==> config.mk <==
export PLATFORM = sky130hd
export DESIGN_NAME = link_cache_top
export DESIGN_NICKNAME = d
export VERILOG_FILES = /design/src/hdl/link_cache_pkg.sv /design/src/hdl/request_fifo.sv /design/src/hdl/link_to_cache.sv /design/src/hdl/line_store_pipe.sv /design/src/hdl/link_cache_top.sv
export SDC_FILE = /design/constraint.sdc
export NUM_CORES = 2
export LEC_CHECK = 0
export BUFFER_PORTS_ARGS = -buffer_cell sky130_fd_sc_hd__buf_2
export CAP_MARGIN = 10
export CORE_UTILIZATION = 57
export CTS_CLUSTER_SIZE = 24
export DETAILED_ROUTE_END_ITERATION = 8
export PLACE_DENSITY = 0.76
export SETUP_SLACK_MARGIN = 0.1
export SLEW_MARGIN = 20
export SYNTH_ARGS = -nofsm -noshare
export SYNTH_HDL_FRONTEND = slang
export SYNTH_HIERARCHICAL = 1
export SYNTH_SLANG_ARGS = --single-unit
==> constraint.sdc <==
create_clock -name clk_i -period 6.4 [get_ports clk_i]
set_clock_uncertainty 0.05 [all_clocks]
set_input_delay 0.96 -clock clk_i [delete_from_list [all_inputs] [get_ports clk_i]]
set_output_delay 0.96 -clock clk_i [all_outputs]
set_load 0.1 [all_outputs]
==> src/hdl/link_cache_pkg.sv <==
package link_cache_pkg;

  localparam int data_width_c = 32;
  localparam int mask_width_c = data_width_c / 8;
  // network word address, bit 15 picks the tag region
  localparam int addr_width_c = 16;
  // byte address seen by the store, region bit dropped
  localparam int cache_addr_width_c = addr_width_c + 1;
  localparam int tag_width_c = 16;
  localparam int id_width_c = 6;

  typedef enum logic [2:0] {
    e_store,
    e_store_word,
    e_load,
    e_amoswap,
    e_amoor,
    e_amoadd
  } net_op_e;

  typedef enum logic [1:0] {
    e_size_word,
    e_size_half,
    e_size_byte
  } load_size_e;

  typedef enum logic [3:0] {
    LW,
    LH,
    LHU,
    LB,
    LBU,
    SM,
    AMOSWAP_W,
    AMOOR_W,
    AMOADD_W,
    TAGST,
    TAGLA
  } cache_op_e;

  typedef enum logic [1:0] {
    e_ret_credit,
    e_ret_int_wb,
    e_ret_ifetch
  } ret_type_e;

  typedef enum logic [1:0] {
    e_region_data,
    e_region_tag,
    e_region_route
  } addr_region_e;

  typedef enum logic [1:0] {
    e_state_reset,
    e_state_clear_tag,
    e_state_ready,
    e_state_ifetch
  } link_state_e;

endpackage

==> src/hdl/request_fifo.sv <==
module request_fifo #(
  parameter int FIFO_ELS_P = 4
) (
  input  logic                                      clk_i,
  input  logic                                      reset_i,
  input  link_cache_pkg::net_op_e                   req_op_i,
  input  logic [link_cache_pkg::addr_width_c-1:0]   req_addr_i,
  input  logic [link_cache_pkg::data_width_c-1:0]   req_data_i,
  input  logic [link_cache_pkg::mask_width_c-1:0]   req_mask_i,
  input  link_cache_pkg::load_size_e                req_size_i,
  input  logic                                      req_unsigned_i,
  input  logic                                      req_ifetch_i,
  input  logic [link_cache_pkg::id_width_c-1:0]     req_id_i,
  input  logic                                      v_i,
  output logic                                      ready_o,
  output link_cache_pkg::net_op_e                   pkt_op_o,
  output logic [link_cache_pkg::addr_width_c-1:0]   pkt_addr_o,
  output logic [link_cache_pkg::data_width_c-1:0]   pkt_data_o,
  output logic [link_cache_pkg::mask_width_c-1:0]   pkt_mask_o,
  output link_cache_pkg::load_size_e                pkt_size_o,
  output logic                                      pkt_unsigned_o,
  output logic                                      pkt_ifetch_o,
  output logic [link_cache_pkg::id_width_c-1:0]     pkt_id_o,
  output logic                                      v_o,
  input  logic                                      yumi_i
);
  localparam int op_w_lp = $bits(link_cache_pkg::net_op_e);
  localparam int size_w_lp = $bits(link_cache_pkg::load_size_e);
  localparam int entry_w_lp = op_w_lp + size_w_lp + link_cache_pkg::addr_width_c
    + link_cache_pkg::data_width_c + link_cache_pkg::mask_width_c
    + link_cache_pkg::id_width_c + 2;
  localparam int ptr_w_lp = $clog2(FIFO_ELS_P);

  logic [entry_w_lp-1:0] mem [FIFO_ELS_P];
  logic [ptr_w_lp-1:0] wptr_r, rptr_r;
  logic [ptr_w_lp:0] count_r, count_n;
  logic ready_r;
  logic push, pop;
  logic [op_w_lp-1:0] rd_op;
  logic [size_w_lp-1:0] rd_size;

  assign push = v_i & ready_o;
  assign pop = yumi_i;
  assign count_n = count_r + push - pop;
  assign ready_o = ready_r;
  assign v_o = (count_r != '0);

  assign {rd_op, pkt_addr_o, pkt_data_o, pkt_mask_o, rd_size, pkt_unsigned_o,
          pkt_ifetch_o, pkt_id_o} = mem[rptr_r];
  assign pkt_op_o = link_cache_pkg::net_op_e'(rd_op);
  assign pkt_size_o = link_cache_pkg::load_size_e'(rd_size);

  always_ff @(posedge clk_i) begin
    if (push) begin
      mem[wptr_r] <= {req_op_i, req_addr_i, req_data_i, req_mask_i, req_size_i,
                      req_unsigned_i, req_ifetch_i, req_id_i};
    end
  end

  // ready is registered so it stays low through reset
  always_ff @(posedge clk_i) begin
    if (reset_i) begin
      wptr_r  <= '0;
      rptr_r  <= '0;
      count_r <= '0;
      ready_r <= 1'b0;
    end else begin
      if (push) wptr_r <= (wptr_r == FIFO_ELS_P - 1) ? '0 : wptr_r + 1'b1;
      if (pop) rptr_r <= (rptr_r == FIFO_ELS_P - 1) ? '0 : rptr_r + 1'b1;
      count_r <= count_n;
      ready_r <= (count_n != FIFO_ELS_P);
    end
  end

endmodule

==> src/hdl/link_to_cache.sv <==
module link_to_cache #(
  parameter int SETS_P = 8,
  parameter int BLOCK_WORDS_P = 4
) (
  input  logic                                          clk_i,
  input  logic                                          reset_i,
  input  link_cache_pkg::net_op_e                       pkt_op_i,
  input  logic [link_cache_pkg::addr_width_c-1:0]       pkt_addr_i,
  input  logic [link_cache_pkg::data_width_c-1:0]       pkt_data_i,
  input  logic [link_cache_pkg::mask_width_c-1:0]       pkt_mask_i,
  input  link_cache_pkg::load_size_e                    pkt_size_i,
  input  logic                                          pkt_unsigned_i,
  input  logic                                          pkt_ifetch_i,
  input  logic [link_cache_pkg::id_width_c-1:0]         pkt_id_i,
  input  logic                                          pkt_v_i,
  output logic                                          pkt_yumi_o,
  output link_cache_pkg::cache_op_e                     cache_op_o,
  output logic [link_cache_pkg::cache_addr_width_c-1:0] cache_addr_o,
  output logic [link_cache_pkg::data_width_c-1:0]       cache_data_o,
  output logic [link_cache_pkg::mask_width_c-1:0]       cache_mask_o,
  output logic                                          cache_v_o,
  input  logic                                          cache_ready_i,
  input  logic [link_cache_pkg::data_width_c-1:0]       rd_data_i,
  input  logic                                          rd_v_i,
  output logic                                          rd_yumi_o,
  input  logic                                          tv_we_i,
  output link_cache_pkg::ret_type_e                     rsp_type_o,
  output logic [link_cache_pkg::data_width_c-1:0]       rsp_data_o,
  output logic [link_cache_pkg::id_width_c-1:0]         rsp_id_o,
  output logic                                          rsp_v_o,
  input  logic                                          rsp_ready_i,
  output logic                                          route_east_o
);
  localparam int lg_sets_lp = $clog2(SETS_P);
  localparam int lg_block_lp = $clog2(BLOCK_WORDS_P);
  localparam int aw_lp = link_cache_pkg::addr_width_c;

  link_cache_pkg::link_state_e state_r, state_n;
  logic [lg_sets_lp:0] sent_r, sent_n, recv_r, recv_n;
  logic route_r, route_n;
  logic [lg_block_lp-1:0] ifetch_cnt_r;
  logic cnt_up, last_beat;

  link_cache_pkg::addr_region_e region;
  link_cache_pkg::cache_op_e dec_op;
  link_cache_pkg::ret_type_e cur_type;
  logic is_store, is_load, is_ifetch;
  logic [1:0] part_sel;
  logic [link_cache_pkg::cache_addr_width_c-1:0] dec_addr, fetch_addr;

  link_cache_pkg::ret_type_e tl_type_r, tv_type_r;
  logic [link_cache_pkg::id_width_c-1:0] tl_id_r, tv_id_r;

  assign is_store = (pkt_op_i == link_cache_pkg::e_store)
                  | (pkt_op_i == link_cache_pkg::e_store_word);
  assign is_load = (pkt_op_i == link_cache_pkg::e_load);
  assign is_ifetch = is_load & pkt_ifetch_i;
  assign last_beat = (ifetch_cnt_r == BLOCK_WORDS_P - 1);

  // byte offset of a narrow load is the lowest set mask bit
  assign part_sel = pkt_mask_i[0] ? 2'd0 : pkt_mask_i[1] ? 2'd1 : pkt_mask_i[2] ? 2'd2 : 2'd3;
  assign fetch_addr = {pkt_addr_i[aw_lp-2:lg_block_lp], ifetch_cnt_r, 2'b00};
  assign dec_addr = is_ifetch ? fetch_addr
                  : {pkt_addr_i[aw_lp-2:0], is_load ? part_sel : 2'b00};

  always_comb begin
    if (pkt_addr_i[aw_lp-1-:2] == 2'b11) region = link_cache_pkg::e_region_route;
    else if (pkt_addr_i[aw_lp-1]) region = link_cache_pkg::e_region_tag;
    else region = link_cache_pkg::e_region_data;

    if (is_store) cur_type = link_cache_pkg::e_ret_credit;
    else if (is_ifetch) cur_type = link_cache_pkg::e_ret_ifetch;
    else cur_type = link_cache_pkg::e_ret_int_wb;

    dec_op = link_cache_pkg::TAGLA;
    if (region == link_cache_pkg::e_region_tag) begin
      dec_op = is_store ? link_cache_pkg::TAGST : link_cache_pkg::TAGLA;
    end else if (region == link_cache_pkg::e_region_data) begin
      case (pkt_op_i)
        link_cache_pkg::e_store, link_cache_pkg::e_store_word: dec_op = link_cache_pkg::SM;
        link_cache_pkg::e_amoswap: dec_op = link_cache_pkg::AMOSWAP_W;
        link_cache_pkg::e_amoor: dec_op = link_cache_pkg::AMOOR_W;
        link_cache_pkg::e_amoadd: dec_op = link_cache_pkg::AMOADD_W;
        default: begin
          if (is_ifetch || pkt_size_i == link_cache_pkg::e_size_word)
            dec_op = link_cache_pkg::LW;
          else if (pkt_size_i == link_cache_pkg::e_size_half)
            dec_op = pkt_unsigned_i ? link_cache_pkg::LHU : link_cache_pkg::LH;
          else
            dec_op = pkt_unsigned_i ? link_cache_pkg::LBU : link_cache_pkg::LB;
        end
      endcase
    end
  end

  always_comb begin
    state_n = state_r;
    sent_n = sent_r;
    recv_n = recv_r;
    route_n = route_r;
    cnt_up = 1'b0;
    cache_v_o = 1'b0;
    cache_op_o = link_cache_pkg::TAGST;
    cache_addr_o = '0;
    cache_data_o = '0;
    cache_mask_o = '0;
    pkt_yumi_o = 1'b0;
    rd_yumi_o = 1'b0;
    rsp_v_o = 1'b0;

    case (state_r)
      link_cache_pkg::e_state_reset: state_n = link_cache_pkg::e_state_clear_tag;
      link_cache_pkg::e_state_clear_tag: begin
        // zero one tag per line, replies are dropped
        cache_v_o = (sent_r != SETS_P);
        cache_addr_o[lg_block_lp+2 +: lg_sets_lp] = sent_r[lg_sets_lp-1:0];
        if (cache_v_o & cache_ready_i) sent_n = sent_r + 1'b1;
        rd_yumi_o = rd_v_i;
        if (rd_v_i) recv_n = recv_r + 1'b1;
        if (sent_r == SETS_P && recv_r == SETS_P) state_n = link_cache_pkg::e_state_ready;
      end
      link_cache_pkg::e_state_ready: begin
        cache_v_o = pkt_v_i;
        cache_op_o = dec_op;
        cache_addr_o = dec_addr;
        cache_data_o = pkt_data_i;
        cache_mask_o = (pkt_op_i == link_cache_pkg::e_store_word) ? '1 : pkt_mask_i;
        pkt_yumi_o = pkt_v_i & cache_ready_i & ~is_ifetch;
        if (pkt_v_i & cache_ready_i) begin
          // route bit follows the no-op into the store
          if (region == link_cache_pkg::e_region_route && is_store) route_n = pkt_data_i[0];
          if (is_ifetch) begin
            cnt_up = 1'b1;
            state_n = link_cache_pkg::e_state_ifetch;
          end
        end
      end
      link_cache_pkg::e_state_ifetch: begin
        cache_v_o = pkt_v_i;
        cache_op_o = link_cache_pkg::LW;
        cache_addr_o = fetch_addr;
        pkt_yumi_o = pkt_v_i & cache_ready_i & last_beat;
        if (pkt_v_i & cache_ready_i) begin
          cnt_up = 1'b1;
          if (last_beat) state_n = link_cache_pkg::e_state_ready;
        end
      end
      default: state_n = link_cache_pkg::e_state_ready;
    endcase

    if (state_r == link_cache_pkg::e_state_ready || state_r == link_cache_pkg::e_state_ifetch) begin
      rsp_v_o = rd_v_i;
      rd_yumi_o = rd_v_i & rsp_ready_i;
    end
  end

  assign rsp_type_o = tv_type_r;
  assign rsp_id_o = tv_id_r;
  assign rsp_data_o = (tv_type_r == link_cache_pkg::e_ret_credit) ? '0 : rd_data_i;
  assign route_east_o = route_r;

  // reply info follows each command through lookup and verify
  always_ff @(posedge clk_i) begin
    if (cache_v_o & cache_ready_i) begin
      tl_type_r <= cur_type;
      tl_id_r <= pkt_id_i;
    end
    if (tv_we_i) begin
      tv_type_r <= tl_type_r;
      tv_id_r <= tl_id_r;
    end
  end

  always_ff @(posedge clk_i) begin
    if (reset_i) begin
      state_r <= link_cache_pkg::e_state_reset;
      sent_r <= '0;
      recv_r <= '0;
      route_r <= 1'b0;
      ifetch_cnt_r <= '0;
    end else begin
      state_r <= state_n;
      sent_r <= sent_n;
      recv_r <= recv_n;
      route_r <= route_n;
      if (cnt_up) ifetch_cnt_r <= ifetch_cnt_r + 1'b1;
    end
  end

endmodule

==> src/hdl/line_store_pipe.sv <==
module line_store_pipe #(
  parameter int SETS_P = 8,
  parameter int BLOCK_WORDS_P = 4
) (
  input  logic                                          clk_i,
  input  logic                                          reset_i,
  input  link_cache_pkg::cache_op_e                     op_i,
  input  logic [link_cache_pkg::cache_addr_width_c-1:0] addr_i,
  input  logic [link_cache_pkg::data_width_c-1:0]       data_i,
  input  logic [link_cache_pkg::mask_width_c-1:0]       mask_i,
  input  logic                                          v_i,
  output logic                                          ready_o,
  output logic [link_cache_pkg::data_width_c-1:0]       data_o,
  output logic                                          v_o,
  input  logic                                          yumi_i,
  output logic                                          tv_we_o
);
  localparam int dw_lp = link_cache_pkg::data_width_c;
  localparam int mw_lp = link_cache_pkg::mask_width_c;
  localparam int tw_lp = link_cache_pkg::tag_width_c;
  localparam int lg_sets_lp = $clog2(SETS_P);
  localparam int lg_block_lp = $clog2(BLOCK_WORDS_P);

  logic [dw_lp-1:0] data_mem [SETS_P*BLOCK_WORDS_P];
  logic [tw_lp-1:0] tag_mem [SETS_P];

  // lookup stage
  logic tl_v_r;
  link_cache_pkg::cache_op_e tl_op_r;
  logic [link_cache_pkg::cache_addr_width_c-1:0] tl_addr_r;
  logic [dw_lp-1:0] tl_data_r;
  logic [mw_lp-1:0] tl_mask_r;

  // verify stage
  logic tv_v_r;
  logic [dw_lp-1:0] tv_data_r;

  logic [lg_sets_lp+lg_block_lp-1:0] word_idx;
  logic [lg_sets_lp-1:0] set_idx;
  logic [dw_lp-1:0] old_word, new_word, result;
  logic [15:0] half_sel;
  logic [7:0] byte_sel;
  logic [mw_lp-1:0] write_mask;
  logic tag_we;

  assign word_idx = tl_addr_r[2 +: lg_sets_lp+lg_block_lp];
  assign set_idx = tl_addr_r[2+lg_block_lp +: lg_sets_lp];
  assign old_word = data_mem[word_idx];
  assign half_sel = tl_addr_r[1] ? old_word[31:16] : old_word[15:0];
  assign byte_sel = old_word[8*tl_addr_r[1:0] +: 8];

  assign ready_o = ~tv_v_r | yumi_i;
  assign tv_we_o = tl_v_r & (~tv_v_r | yumi_i);
  assign v_o = tv_v_r;
  assign data_o = tv_data_r;

  always_comb begin
    new_word = tl_data_r;
    write_mask = '0;
    tag_we = 1'b0;
    result = '0;
    case (tl_op_r)
      link_cache_pkg::LW: result = old_word;
      link_cache_pkg::LH: result = {{16{half_sel[15]}}, half_sel};
      link_cache_pkg::LHU: result = {16'b0, half_sel};
      link_cache_pkg::LB: result = {{24{byte_sel[7]}}, byte_sel};
      link_cache_pkg::LBU: result = {24'b0, byte_sel};
      link_cache_pkg::SM: write_mask = tl_mask_r;
      link_cache_pkg::AMOSWAP_W, link_cache_pkg::AMOOR_W, link_cache_pkg::AMOADD_W: begin
        // atomics hand back the old word
        result = old_word;
        write_mask = '1;
        if (tl_op_r == link_cache_pkg::AMOOR_W) new_word = old_word | tl_data_r;
        if (tl_op_r == link_cache_pkg::AMOADD_W) new_word = old_word + tl_data_r;
      end
      link_cache_pkg::TAGST: tag_we = 1'b1;
      link_cache_pkg::TAGLA: result = {{(dw_lp-tw_lp){1'b0}}, tag_mem[set_idx]};
      default: result = '0;
    endcase
  end

  always_ff @(posedge clk_i) begin
    if (v_i & ready_o) begin
      tl_op_r <= op_i;
      tl_addr_r <= addr_i;
      tl_data_r <= data_i;
      tl_mask_r <= mask_i;
    end
    if (tv_we_o) begin
      for (int b = 0; b < mw_lp; b++) begin
        if (write_mask[b]) data_mem[word_idx][8*b +: 8] <= new_word[8*b +: 8];
      end
      if (tag_we) tag_mem[set_idx] <= tl_data_r[tw_lp-1:0];
      tv_data_r <= result;
    end
  end

  always_ff @(posedge clk_i) begin
    if (reset_i) begin
      tl_v_r <= 1'b0;
      tv_v_r <= 1'b0;
    end else begin
      if (v_i & ready_o) tl_v_r <= 1'b1;
      else if (tv_we_o) tl_v_r <= 1'b0;
      if (tv_we_o) tv_v_r <= 1'b1;
      else if (yumi_i) tv_v_r <= 1'b0;
    end
  end

endmodule

==> src/hdl/link_cache_top.sv <==
module link_cache_top #(
  parameter int SETS_P = 8,
  parameter int BLOCK_WORDS_P = 4,
  parameter int FIFO_ELS_P = 4
) (
  input  logic                                    clk_i,
  input  logic                                    reset_i,
  input  link_cache_pkg::net_op_e                 req_op_i,
  input  logic [link_cache_pkg::addr_width_c-1:0] req_addr_i,
  input  logic [link_cache_pkg::data_width_c-1:0] req_data_i,
  input  logic [link_cache_pkg::mask_width_c-1:0] req_mask_i,
  input  link_cache_pkg::load_size_e              req_size_i,
  input  logic                                    req_unsigned_i,
  input  logic                                    req_ifetch_i,
  input  logic [link_cache_pkg::id_width_c-1:0]   req_id_i,
  input  logic                                    req_v_i,
  output logic                                    req_ready_o,
  output link_cache_pkg::ret_type_e               rsp_type_o,
  output logic [link_cache_pkg::data_width_c-1:0] rsp_data_o,
  output logic [link_cache_pkg::id_width_c-1:0]   rsp_id_o,
  output logic                                    rsp_v_o,
  input  logic                                    rsp_ready_i,
  output logic                                    route_east_o
);
  link_cache_pkg::net_op_e pkt_op;
  logic [link_cache_pkg::addr_width_c-1:0] pkt_addr;
  logic [link_cache_pkg::data_width_c-1:0] pkt_data;
  logic [link_cache_pkg::mask_width_c-1:0] pkt_mask;
  link_cache_pkg::load_size_e pkt_size;
  logic pkt_unsigned, pkt_ifetch, pkt_v, pkt_yumi;
  logic [link_cache_pkg::id_width_c-1:0] pkt_id;

  link_cache_pkg::cache_op_e cache_op;
  logic [link_cache_pkg::cache_addr_width_c-1:0] cache_addr;
  logic [link_cache_pkg::data_width_c-1:0] cache_data, rd_data;
  logic [link_cache_pkg::mask_width_c-1:0] cache_mask;
  logic cache_v, cache_ready, rd_v, rd_yumi, tv_we;

  request_fifo #(.FIFO_ELS_P(FIFO_ELS_P)) request_fifo_inst (
    .clk_i, .reset_i,
    .req_op_i, .req_addr_i, .req_data_i, .req_mask_i,
    .req_size_i, .req_unsigned_i, .req_ifetch_i, .req_id_i,
    .v_i(req_v_i), .ready_o(req_ready_o),
    .pkt_op_o(pkt_op), .pkt_addr_o(pkt_addr), .pkt_data_o(pkt_data), .pkt_mask_o(pkt_mask),
    .pkt_size_o(pkt_size), .pkt_unsigned_o(pkt_unsigned), .pkt_ifetch_o(pkt_ifetch),
    .pkt_id_o(pkt_id), .v_o(pkt_v), .yumi_i(pkt_yumi)
  );

  link_to_cache #(.SETS_P(SETS_P), .BLOCK_WORDS_P(BLOCK_WORDS_P)) link_to_cache_inst (
    .clk_i, .reset_i,
    .pkt_op_i(pkt_op), .pkt_addr_i(pkt_addr), .pkt_data_i(pkt_data), .pkt_mask_i(pkt_mask),
    .pkt_size_i(pkt_size), .pkt_unsigned_i(pkt_unsigned), .pkt_ifetch_i(pkt_ifetch),
    .pkt_id_i(pkt_id), .pkt_v_i(pkt_v), .pkt_yumi_o(pkt_yumi),
    .cache_op_o(cache_op), .cache_addr_o(cache_addr), .cache_data_o(cache_data),
    .cache_mask_o(cache_mask), .cache_v_o(cache_v), .cache_ready_i(cache_ready),
    .rd_data_i(rd_data), .rd_v_i(rd_v), .rd_yumi_o(rd_yumi), .tv_we_i(tv_we),
    .rsp_type_o, .rsp_data_o, .rsp_id_o, .rsp_v_o, .rsp_ready_i,
    .route_east_o
  );

  line_store_pipe #(.SETS_P(SETS_P), .BLOCK_WORDS_P(BLOCK_WORDS_P)) line_store_pipe_inst (
    .clk_i, .reset_i,
    .op_i(cache_op), .addr_i(cache_addr), .data_i(cache_data), .mask_i(cache_mask),
    .v_i(cache_v), .ready_o(cache_ready),
    .data_o(rd_data), .v_o(rd_v), .yumi_i(rd_yumi), .tv_we_o(tv_we)
  );

endmodule

==> flow_summary.json <==
{
  "clk_pin_slew_ns": 0.06,
  "cts_tree": "done",
  "coreArea_mm2": 0.106,
  "finalCritPeriodShare": 0.922,
  "syn_avg_cell_area_um2": 19.9,
  "synth_fp_nets": 3223,
  "globalRouteMet2Util": 0.418,
  "p_per_area_mw_per_mm2": 310,
  "syn2layout_area_growth_pct": 11.6,
  "crit_slowest_cell": "a32o_2",
  "globalplace.congestion": 0.975,
  "max_stage_delay_ns": 0.65,
  "cts_buffers": 148,
  "min_period_ns": 5.90,
  "worstSetupPathType": "reg -> reg",
  "dp.final_hpwl_mm": 91.5,
  "outcome": "complete, no violations",
  "route.detailed.drc": 0,
  "ctsLongestPathBuffers": 3,
  "crit_path_end_kind": "flip-flop",
  "clkSinkCount": 1501,
  "grt.overflow.total": 0,
  "critPathLaunchType": "flip-flop",
  "grt_pass1_wl_mm": 206,
  "report.final.slew_viol_count": 0,
  "drt-wirelength-per-cell_um": 29.9,
  "grt_pass1_vias": 30800,
  "drive_gt1_frac": 0.271,
  "syn_inst": 3076,
  "cts_root_buf": "clkbuf_16",
  "row_count": 119,
  "reg2regPathDepth": 15,
  "initial_core_util": 0.578,
  "post-cts-setup-buffers": 0,
  "die_x_um": 330,
  "setup_violations": 0,
  "final_util": 0.645,
  "vias": 30800,
  "antenna_found_initial": 5,
  "path_max_fanout": 32,
  "crit_arrival_ns": 6.29,
  "clock.fmax_mhz": 169,
  "track_usage": 0.266,
  "firstDrtPassIters": 6,
  "grt_max_degree": 91,
  "fillers": 6718,
  "critPathRequiredTime_ns": 6.79,
  "maxCapViolCount": 0,
  "min_path_cells": 0,
  "insertion_delay_ns": 0.76,
  "io_pins": 112,
  "ys_warn_count": 6,
  "initialDrtViolationCount": 4143,
  "fin_tns_setup_ns": 0,
  "htree_levels": 4,
  "grtUsageMet3": 0.0637,
  "relSlewSlack": 0.260,
  "netlist_area_mm2": 0.0612,
  "ir_drop_mv": 0.234,
  "die_y_um": 330,
  "cp_cell_sequence": "buf_4 -> mux4_2 -> mux4_2 -> mux2i_2 -> inv_2 -> fa_1 -> a211oi_1 -> o21ai_0 -> a221oi_1 -> a211oi_1 -> o41ai_2 -> buf_4 -> o21bai_1 -> mux2i_1 -> a32o_2",
  "die_area_mm2": 0.109,
  "leakagePower_nw": 21.7,
  "antenna_left": 0,
  "use_met1": 0.366,
  "busiest_layer": "met2",
  "nNetsFinal": 3412,
  "port_buffers": 102,
  "via_per_inst": 6.46,
  "rsz0062_at_grt": "no",
  "hold_class": "reg -> reg",
  "hold_viol": 0,
  "totalWireLength_mm": 143,
  "tightest_slew_ns": 1.10
}
layer usage:
metal | vias up | wire [um]
met4 | 4 | 5490
met3 | 321 | 13700
met1 | 16000 | 54700
met5 | - | 26
li1 | 12900 | -
met2 | 1601 | 68700
registers in the layout, summed over array words and instances (netlist names), 6 cells and up, named ones only:
name,count
line_store_pipe_inst/tag_mem,128
request_fifo_inst/mem,224
line_store_pipe_inst/data_mem,1024
line_store_pipe_inst/data_o,32
line_store_pipe_inst/tl_addr_r,7
link_to_cache_inst/tl_id_r,6
line_store_pipe_inst/tl_data_r,32
link_to_cache_inst/rsp_id_o,6
critical path: cells and delay by family (launching register included):
family                     cells  cell delay [ns]
AOI/OAI and AO/OA              7             2.32
muxes                          4             1.53
buffers and inverters          3             0.71
adders and majority gates      1             0.45
DFF                            1             0.51
path summary, 6_finish.rpt:
path	slack [ns]	start	end
hold reg to reg	0.37	link_to_cache_inst/tl_id_r[4]	link_to_cache_inst/rsp_id_o[4]
setup reg to reg	0.50	flip-flop	line_store_pipe_inst/data_mem[13][26]
setup / recovery	0.50	flip-flop	line_store_pipe_inst/data_mem[13][26]
hold / removal	0.37	link_to_cache_inst/tl_id_r[4]	link_to_cache_inst/rsp_id_o[4]
area by class of cell:
| class | instances | area (um2) | area share |
|---|---|---|---|
| antenna | 4 | 10.0 | 0.000147 |
| clock buffer | 180 | 3940 | 0.0577 |
| clock inverter | 82 | 694 | 0.0102 |
| inverter | 98 | 368 | 0.00539 |
| multi-input combinational | 1321 | 15400 | 0.225 |
| sequential | 1501 | 44800 | 0.656 |
| tap | 1391 | 1740 | 0.0255 |
| timing repair buffer | 195 | 1320 | 0.0193 |
timing repair:
item / CTS / global route
hold buffers: 0 / 0
endpoints found under the setup margin: 0 / 10
resized for setup: 0 / 1
metrics by stage:
step / total power (W) / setup slack, ns / cell area [um2] / instances / hold slack, ns
after floorplan: 0.0124 / 0.108 / 61200 / 3076 / 0.350
after global placement: 0.0130 / 0.410 / 63600 / 4504 / 0.352
after detailed placement: 0.0130 / 0.234 / 63600 / 4504 / 0.355
after CTS: 0.0213 / 0.175 / 68200 / 4766 / 0.331
after global routing: 0.0218 / 0.174 / 68200 / 4768 / 0.350
final: 0.0212 / 0.498 / 68300 / 4772 / 0.370
placed cells by master, fill, tap and decap left out, drive strengths merged, types with 9 or more instances in the layout:
| cell | count |
|---|---|
| a211oi | 11 |
| a21o | 12 |
| a21oi | 72 |
| a221oi | 14 |
| a22oi | 9 |
| and2 | 36 |
| buf | 195 |
| bufinv | 9 |
| clkbuf | 180 |
| clkinv | 56 |
| clkinvlp | 9 |
| dfxtp | 30 |
| edfxtp | 1471 |
| ha | 76 |
| inv | 106 |
| mux2 | 16 |
| mux2i | 51 |
| mux4 | 404 |
| nand2 | 91 |
| nand2b | 13 |
| nand3 | 20 |
| nor2 | 218 |
| nor2b | 48 |
| o211ai | 13 |
| o21ai | 69 |
| o221ai | 20 |
| xnor2 | 15 |
| xor2 | 10 |
power breakdown:
part / internal, W / switching [W]
clock: 0.00475 / 0.00358
combinational: 0.000685 / 0.00116
sequential: 0.0109 / 0.0000950
total: 0.0163 / 0.00483
Note: power is estimated with default switching activity, not from simulation.
